<file path="config.mk">
export PLATFORM = sky130hd
export DESIGN_NAME = fdbk_core
export DESIGN_NICKNAME = d
export VERILOG_FILES = /design/src/fdbk_ctrl_pkg.sv /design/src/fdbk_sample_pkg.sv /design/src/drive_hold.sv /design/src/fdbk_core.sv /design/src/iq_decim4.sv /design/src/iq_pi_ctrl.sv /design/src/ll_prop.sv
export SDC_FILE = /design/constraint.sdc
export NUM_CORES = 2
export LEC_CHECK = 0
export BUFFER_PORTS_ARGS = -buffer_cell sky130_fd_sc_hd__buf_4
export CAP_MARGIN = 20
export CORE_AREA = 4 4 383 385
export DETAILED_ROUTE_END_ITERATION = 10
export DIE_AREA = 0 0 387 389
export PLACE_DENSITY = 0.67
export SYNTH_ARGS = -nofsm -noshare
export SYNTH_HDL_FRONTEND = slang
export SYNTH_SLANG_ARGS = --single-unit
</file>
<file path="constraint.sdc">
create_clock -name clk -period 23.2 [get_ports clk]
set_input_delay 4.64 -clock clk [delete_from_list [all_inputs] [get_ports clk]]
set_output_delay 4.64 -clock clk [all_outputs]
set_load 0.01 [all_outputs]
</file>
<file path="src/fdbk_ctrl_pkg.sv">
`default_nettype none

// Controller settings and the decimator frame state
package fdbk_ctrl_pkg;

	localparam int GAIN_W = 16;
	localparam int CSHIFT_W = 2;

	// Fixed part of the low-latency shift, the coarse code adds twice its value
	localparam int LL_BASE_SHIFT = 4;

	// Unsigned proportional or integral gain
	typedef logic [GAIN_W-1:0] gain_t;

	// Coarse scale code of the low-latency path
	typedef logic [CSHIFT_W-1:0] cshift_t;

	// Position inside the eight-word frame, I and Q interleaved
	typedef enum logic [2:0] {
		PH_I0, PH_Q0,
		PH_I1, PH_Q1,
		PH_I2, PH_Q2,
		PH_I3, PH_Q3
	} decim_phase_t;

endpackage

`default_nettype wire

</file>
<file path="src/fdbk_sample_pkg.sv">
`default_nettype none

// Widths and types of the stream samples and the arithmetic built on them
package fdbk_sample_pkg;

	// One interleaved stream word, also the width of a drive word
	localparam int SAMPLE_W = 18;

	// Four samples summed need two more bits, one spare for headroom
	localparam int SUM_W = SAMPLE_W + 3;

	// Full product of an error and a gain
	localparam int WIDE_W = 2 * SAMPLE_W;

	// Signed stream sample or drive word
	typedef logic signed [SAMPLE_W-1:0] sample_t;

	// Difference of two samples, one bit wider so it never wraps
	typedef logic signed [SAMPLE_W:0] err_t;

	// Sum of the four samples of one component in a frame
	typedef logic signed [SUM_W-1:0] sum_t;

	// Gain product and integrator accumulator
	typedef logic signed [WIDE_W-1:0] wide_t;

	// Saturation bounds of a drive word
	localparam sample_t SAMPLE_MAX = {1'b0, {(SAMPLE_W-1){1'b1}}};
	localparam sample_t SAMPLE_MIN = {1'b1, {(SAMPLE_W-1){1'b0}}};

endpackage

`default_nettype wire

</file>
<file path="src/drive_hold.sv">
`timescale 1ns/100ps
`default_nettype none

// Holds the slow drive pair and replays it at the stream rate
module drive_hold
	import fdbk_sample_pkg::*;
(
	input  wire          clk,
	input  wire          rst_n,
	input  wire sample_t drv_i,
	input  wire sample_t drv_q,
	input  wire          drv_valid,
	input  wire          iq,
	output sample_t      hold_xy
);

	sample_t lat_i;
	sample_t lat_q;
	sample_t cur_i;
	sample_t cur_q;

	// New pair bypasses the latch so it shows on the very next cycle
	assign cur_i = drv_valid ? drv_i : lat_i;
	assign cur_q = drv_valid ? drv_q : lat_q;

	always_ff @(posedge clk or negedge rst_n) begin
		if (!rst_n) begin
			lat_i <= '0;
			lat_q <= '0;
			hold_xy <= '0;
		end else begin
			if (drv_valid) begin
				lat_i <= drv_i;
				lat_q <= drv_q;
			end
			// I when iq is high, Q otherwise
			hold_xy <= iq ? cur_i : cur_q;
		end
	end

endmodule

`default_nettype wire

</file>
<file path="src/fdbk_core.sv">
`timescale 1ns/100ps
`default_nettype none

// Feedback controller core, Cartesian slow path plus low-latency path
module fdbk_core
	import fdbk_sample_pkg::*, fdbk_ctrl_pkg::*;
#(
	parameter int GAIN_SHIFT = 12,
	parameter int INT_SHIFT = 4
)(
	input  wire          clk,
	input  wire          rst_n,
	// Interleaved stream, iq high on I, sync on the first I of a frame
	input  wire sample_t in_xy,
	input  wire          iq,
	input  wire          sync,
	// Static settings
	input  wire sample_t set_i,
	input  wire sample_t set_q,
	input  wire gain_t   kp,
	input  wire gain_t   ki,
	input  wire sample_t lim_hi,
	input  wire sample_t lim_lo,
	input  wire cshift_t coarse_scale,
	input  wire          ll_en,
	output sample_t      out_xy
);

	// Decimator outputs
	sample_t avg_i;
	sample_t avg_q;
	logic avg_valid;

	// Controller outputs
	sample_t drv_i;
	sample_t drv_q;
	logic drv_valid;

	// Stream-rate drives
	sample_t hold_xy;
	sample_t prop_xy;

	// Frame averages, valid the cycle after the last Q
	iq_decim4 iq_decim4_inst (
		.clk       (clk),
		.rst_n     (rst_n),
		.in_xy     (in_xy),
		.iq        (iq),
		.sync      (sync),
		.avg_i     (avg_i),
		.avg_q     (avg_q),
		.avg_valid (avg_valid)
	);

	// Two-stage PI with clamp
	iq_pi_ctrl #(
		.GAIN_SHIFT (GAIN_SHIFT),
		.INT_SHIFT  (INT_SHIFT)
	) iq_pi_ctrl_inst (
		.clk       (clk),
		.rst_n     (rst_n),
		.avg_i     (avg_i),
		.avg_q     (avg_q),
		.avg_valid (avg_valid),
		.set_i     (set_i),
		.set_q     (set_q),
		.lim_hi    (lim_hi),
		.lim_lo    (lim_lo),
		.kp        (kp),
		.ki        (ki),
		.drv_i     (drv_i),
		.drv_q     (drv_q),
		.drv_valid (drv_valid)
	);

	// Slow drive replayed on the stream slots
	drive_hold drive_hold_inst (
		.clk       (clk),
		.rst_n     (rst_n),
		.drv_i     (drv_i),
		.drv_q     (drv_q),
		.drv_valid (drv_valid),
		.iq        (iq),
		.hold_xy   (hold_xy)
	);

	// Fast correction on top of the held drive
	ll_prop ll_prop_inst (
		.clk          (clk),
		.rst_n        (rst_n),
		.in_xy        (in_xy),
		.hold_xy      (hold_xy),
		.set_i        (set_i),
		.set_q        (set_q),
		.iq           (iq),
		.coarse_scale (coarse_scale),
		.prop_xy      (prop_xy)
	);

	// Output path select
	assign out_xy = ll_en ? prop_xy : hold_xy;

endmodule

`default_nettype wire

</file>
<file path="src/iq_decim4.sv">
`timescale 1ns/100ps
`default_nettype none

// Decimate by four, averaging the four I/Q pairs of each frame
module iq_decim4
	import fdbk_sample_pkg::*, fdbk_ctrl_pkg::*;
(
	input  wire         clk,
	input  wire         rst_n,
	input  wire sample_t in_xy,
	input  wire         iq,
	input  wire         sync,
	output sample_t     avg_i,
	output sample_t     avg_q,
	output logic        avg_valid
);

	decim_phase_t phase;
	logic run;
	logic start;
	sum_t acc_i;
	sum_t acc_q;
	sum_t acc_q_fin;
	sum_t in_ext;

	// Sync only counts when it sits on an I word
	assign start = sync & iq;
	assign in_ext = sum_t'(in_xy);

	// Last Q word joins the sum on the same edge the average is taken
	assign acc_q_fin = acc_q + in_ext;

	// Frame position and the output strobe
	always_ff @(posedge clk or negedge rst_n) begin
		if (!rst_n) begin
			phase <= PH_I0;
			run <= 1'b0;
			avg_valid <= 1'b0;
		end else begin
			avg_valid <= 1'b0;
			if (start) begin
				// Sync word is I0, so the next word is Q0
				phase <= PH_Q0;
				run <= 1'b1;
			end else if (run) begin
				avg_valid <= (phase == PH_Q3);
				phase <= (phase == PH_Q3) ? PH_I0 : decim_phase_t'(phase + 3'd1);
			end
		end
	end

	// Accumulators, a sync mid-frame drops the partial sums
	always_ff @(posedge clk) begin
		if (start) begin
			acc_i <= in_ext;
			acc_q <= '0;
		end else if (run) begin
			case (phase)
				// Free-running frame start when no sync arrives
				PH_I0: acc_i <= in_ext;
				PH_Q0: acc_q <= in_ext;
				PH_I1, PH_I2, PH_I3: acc_i <= acc_i + in_ext;
				PH_Q1, PH_Q2: acc_q <= acc_q + in_ext;
				PH_Q3: begin
					// Divide by four, rounding toward minus infinity
					avg_i <= sample_t'(acc_i >>> 2);
					avg_q <= sample_t'(acc_q_fin >>> 2);
				end
				default: acc_q <= acc_q;
			endcase
		end
	end

endmodule

`default_nettype wire

</file>
<file path="src/iq_pi_ctrl.sv">
`timescale 1ns/100ps
`default_nettype none

// Cartesian PI controller, one lane each for I and Q
module iq_pi_ctrl
	import fdbk_sample_pkg::*, fdbk_ctrl_pkg::*;
#(
	parameter int GAIN_SHIFT = 12,
	parameter int INT_SHIFT = 4
)(
	input  wire          clk,
	input  wire          rst_n,
	input  wire sample_t avg_i,
	input  wire sample_t avg_q,
	input  wire          avg_valid,
	input  wire sample_t set_i,
	input  wire sample_t set_q,
	input  wire sample_t lim_hi,
	input  wire sample_t lim_lo,
	input  wire gain_t   kp,
	input  wire gain_t   ki,
	output sample_t      drv_i,
	output sample_t      drv_q,
	output logic         drv_valid
);

	// Integral increment sees the extra shift on top of the gain shift
	localparam int I_SHIFT = GAIN_SHIFT + INT_SHIFT;

	// Lane 0 is I, lane 1 is Q
	sample_t avg_v [2];
	sample_t set_v [2];
	err_t err [2];

	// Gains made signed with a zero sign bit
	logic signed [GAIN_W:0] kp_s;
	logic signed [GAIN_W:0] ki_s;

	// Stage one products
	wide_t prod_p [2];
	wide_t prod_i [2];
	logic v1;

	// Stage two state and arithmetic
	wide_t integ [2];
	wide_t int_cand [2];
	wide_t drv_sum [2];
	logic clip_hi [2];
	logic clip_lo [2];
	sample_t drv [2];

	assign avg_v[0] = avg_i;
	assign avg_v[1] = avg_q;
	assign set_v[0] = set_i;
	assign set_v[1] = set_q;
	assign kp_s = {1'b0, kp};
	assign ki_s = {1'b0, ki};

	// Error is setpoint minus average
	always_comb begin
		for (int k = 0; k < 2; k++) begin
			err[k] = err_t'(set_v[k]) - err_t'(avg_v[k]);
		end
	end

	// Candidate integrator and drive before the clamp
	always_comb begin
		for (int k = 0; k < 2; k++) begin
			int_cand[k] = integ[k] + (prod_i[k] >>> I_SHIFT);
			drv_sum[k] = int_cand[k] + (prod_p[k] >>> GAIN_SHIFT);
			clip_hi[k] = drv_sum[k] > wide_t'(lim_hi);
			clip_lo[k] = drv_sum[k] < wide_t'(lim_lo);
		end
	end

	// Strobes and integrators
	always_ff @(posedge clk or negedge rst_n) begin
		if (!rst_n) begin
			v1 <= 1'b0;
			drv_valid <= 1'b0;
			for (int k = 0; k < 2; k++) begin
				integ[k] <= '0;
			end
		end else begin
			v1 <= avg_valid;
			drv_valid <= v1;
			if (v1) begin
				for (int k = 0; k < 2; k++) begin
					// Anti-windup, the integrator holds while the drive clamps
					if (!clip_hi[k] && !clip_lo[k]) begin
						integ[k] <= int_cand[k];
					end
				end
			end
		end
	end

	// Products on the average strobe, clamped drive one cycle later
	always_ff @(posedge clk) begin
		if (avg_valid) begin
			for (int k = 0; k < 2; k++) begin
				prod_p[k] <= err[k] * kp_s;
				prod_i[k] <= err[k] * ki_s;
			end
		end
		if (v1) begin
			for (int k = 0; k < 2; k++) begin
				if (clip_hi[k]) begin
					drv[k] <= lim_hi;
				end else if (clip_lo[k]) begin
					drv[k] <= lim_lo;
				end else begin
					drv[k] <= sample_t'(drv_sum[k]);
				end
			end
		end
	end

	assign drv_i = drv[0];
	assign drv_q = drv[1];

endmodule

`default_nettype wire

</file>
<file path="src/ll_prop.sv">
`timescale 1ns/100ps
`default_nettype none

// Low-latency proportional path on every stream sample
module ll_prop
	import fdbk_sample_pkg::*, fdbk_ctrl_pkg::*;
(
	input  wire          clk,
	input  wire          rst_n,
	input  wire sample_t in_xy,
	input  wire sample_t hold_xy,
	input  wire sample_t set_i,
	input  wire sample_t set_q,
	input  wire          iq,
	input  wire cshift_t coarse_scale,
	output sample_t      prop_xy
);

	sample_t set_sel;
	err_t err;
	err_t err_sh;
	logic [3:0] shift;
	logic signed [SAMPLE_W+1:0] sum;

	// Setpoint for the component on the stream now
	assign set_sel = iq ? set_i : set_q;
	assign err = err_t'(set_sel) - err_t'(in_xy);

	// Shift runs from 4 to 10 in steps of two
	assign shift = 4'(LL_BASE_SHIFT) + {1'b0, coarse_scale, 1'b0};

	// hold_xy is one cycle behind iq, so it meets the registered error
	assign sum = hold_xy + err_sh;

	always_ff @(posedge clk or negedge rst_n) begin
		if (!rst_n) begin
			err_sh <= '0;
			prop_xy <= '0;
		end else begin
			err_sh <= err >>> shift;
			// Saturate back to a drive word
			if (sum > SAMPLE_MAX) begin
				prop_xy <= SAMPLE_MAX;
			end else if (sum < SAMPLE_MIN) begin
				prop_xy <= SAMPLE_MIN;
			end else begin
				prop_xy <= sample_t'(sum);
			end
		end
	end

endmodule

`default_nettype wire

</file>
==> impl_metrics.tcl <==
set metrics [dict create \
    synth_edf_count 180 \
    clk_latency_ps 630 \
    rsz0062_at_grt "no" \
    drt_iter0_drc 3201 \
    cts_hold_buffers 0 \
    fp.dieH_um 389 \
    postLayoutCoreUtil_pct 54.2 \
    ys_seq_area_share_pct 13.8 \
    ys_ff_latch 370 \
    nNetsFinal 9928 \
    slowest_stage "fa_1" \
    cts_root_buffer "clkbuf_16" \
    finalSetupTns_ps 0 \
    post_cts_resized 0 \
    avgViaCountPerCell 5.49 \
    cp.arrival_ps 14210 \
    cap_violations 0 \
    finalSetupViolCount 0 \
    critPathTopFamily "compound AO/OA/AOI/OAI gates" \
    crit_fanout 52 \
    ys.flop_type "edfxtp_1" \
    grt_overflow_total 0 \
    cp-end-kind "register" \
    fin_ws_ps 9360 \
    worst_setup_path_start_kind "primary input" \
    netlist_instances 7872 \
    cts_setup_buffers 0 \
    synth_area_leaders "fa_1 (34%), ha_1 (13%), inv_1 (8.4%), edfxtp_1 (7.4%), dfrtp_1 (5.8%)" \
    rows 139 \
    min_path_type "reg -> reg" \
    area_growth_pct 6.42 \
    synth_largest_area_cell "fa_1" \
    cts_sinks 370 \
    outcome "finished, final reports clean" \
    antenna_found_initial 13 \
    place_ws_ps 8770 \
    synthesis.nets 9985 \
    io_pins 147 \
    finalHoldViolCount 0 \
    grt_pass1_vias 56542 \
    cts_max_path_buffers 3 \
    yosys_warnings 0 \
    syn_area_um2 72800 \
    htreeDepth 2 \
    tightest_slew_ps 995 \
    wl_mm 192 \
    slew_headroom_pct 33.6 \
    place.gp.congestion 0.916 \
    slew_viol_final 0 \
    ant_nets 0 \
    die_x_um 387 \
    layout_min_cycle_time_ps 13840 \
    skew_ps 35.1 \
    grt_pass1_wl_mm 308 \
    track_usage_pct 25.7 \
    async_flop_share_pct 45.9 \
    netlist-cell-type-count 86 \
    crit_required_ps 23570 \
    num_vias 53619 \
    dieArea_um2 151000 \
    fmax_ghz 0.0722 \
    slowest_delay_ps 510 \
    cts.clk_slew.worst_paths_ps 70 \
    core_area_um2 143000 \
    first_pass_iters 5 \
    wl_per_cell_um 19.7 \
    path_buf_inv 8 \
    synth_top_area_share_pct 33.8 \
    crit_type "in -> reg" \
    grt_max_degree 62 \
    hpwlAfterDp_mm 149 \
    cts_tree "yes" \
    avgSynthCellArea_um2 9.25 \
    finalCritPeriodShare_pct 59.7 \
    portBuffers 146 \
    initial_core_util_pct 50.9 \
    drive_above_1_share_pct 6.65 \
    cts_buffers 45 \
    drc 0 \
]
[per-stage QoR]
| step | std cells | instance area (um^2) | hold slack [ps] |
|---|---|---|---|
| global placement | 9670 | 75900 | 442 |
| global route | 9755 | 77500 | 463 |
| finish | 9763 | 77500 | 451 |
| CTS | 9754 | 77500 | 456 |
| detailed placement | 9670 | 75900 | 443 |
| floorplan | 7872 | 72800 | 422 |
[cell usage after synthesis (12+ instances only)]
master,count
a211o_1,19
a211oi_1,33
a21boi_0,16
a21o_1,184
a21oi_1,292
a31oi_1,26
and2_1,464
and3_1,24
clkbuf_1,288
dfrtp_1,170
dfxtp_1,20
edfxtp_1,180
fa_1,1229
ha_1,755
inv_1,1623
mux2_2,163
mux2i_1,25
nand2_1,946
nand2b_1,66
nand3_1,45
nand4_1,47
nor2_1,244
nor2b_1,90
nor3_1,54
nor4_1,12
o211ai_1,26
o21a_1,64
o21ai_0,189
o21bai_1,28
o221ai_1,20
o31ai_1,16
or2_2,13
or3_1,13
xnor2_1,217
xor2_1,100
[layout by cell type, fill, tap and decap left out, drive strengths merged, types with 180 or more instances in the layout]
master / n
and2: 464
buf: 201
a21o: 184
a21oi: 293
nand2: 946
xnor2: 217
inv: 1626
edfxtp: 180
nor2: 244
ha: 755
fa: 1229
o21ai: 198
[final cells by class]
cell class | instances | area (um^2)
sequential | 370 | 10100
tap | 1903 | 2380
antenna | 8 | 20.0
clock buffer | 60 | 1280
clock inverter | 24 | 323
timing repair buffer | 201 | 1530
inverter | 1624 | 6100
multi-input combinational | 5573 | 55800
fill | 12900 | 65600
[layer usage]
layer	up-vias	track usage [%]	routed length (um)
met5	-	0	23
met1	26959	34.2	81500
li1	24576	-	-
met3	349	5.74	16000
met4	4	7.67	6070
met2	1731	42.2	88600
[state kept, by name, indices dropped and copies added (netlist names)]
signal,count
iq_decim4_inst.avg_q,18
iq_pi_ctrl_inst.prod_i,40
ll_prop_inst.prop_xy,18
drive_hold_inst.lat_q,18
iq_pi_ctrl_inst.drv_valid,1
drive_hold_inst.hold_xy,18
iq_decim4_inst.phase,3
iq_decim4_inst.avg_i,18
iq_pi_ctrl_inst.v1,1
ll_prop_inst.err_sh,19
drive_hold_inst.lat_i,18
iq_pi_ctrl_inst.drv,36
iq_decim4_inst.acc_i,20
iq_pi_ctrl_inst.prod_p,48
iq_decim4_inst.acc_q,20
iq_decim4_inst.avg_valid,1
iq_pi_ctrl_inst.integ,72
iq_decim4_inst.run,1
[kinds of logic after synthesis]
logic type	synth area share, %
mux	3.02
flops	13.8
fa+ha+maj	46.7
compound gates	9.19
xor+xnor	3.81
simple gates	13.5
buf+inv	9.96
[final timing paths]
path	start	slack, ps	cells after the start	endpoint
setup / recovery	set_i[0]	9360	39	iq_pi_ctrl_inst.prod_i[0][34]$_DFFE_PP_
hold / removal	iq_decim4_inst.acc_i[9]$_DFFE_PP_	450	0	iq_decim4_inst.avg_i[7]$_DFFE_PP_
setup reg to reg	iq_decim4_inst.avg_i[0]$_DFFE_PP_	13220	37	iq_pi_ctrl_inst.prod_i[0][34]$_DFFE_PP_
hold reg to reg	iq_decim4_inst.acc_i[9]$_DFFE_PP_	450	0	iq_decim4_inst.avg_i[7]$_DFFE_PP_
max in group asynchronous	rst_n	17880	2	iq_decim4_inst.avg_valid$_DFF_PN0_
min in group asynchronous	rst_n	3970	1	iq_pi_ctrl_inst.integ[36]$_DFFE_PN0P_
Power is not shown: default switching activity piles up to over one toggle a cycle in this logic, so the estimate is an artifact.
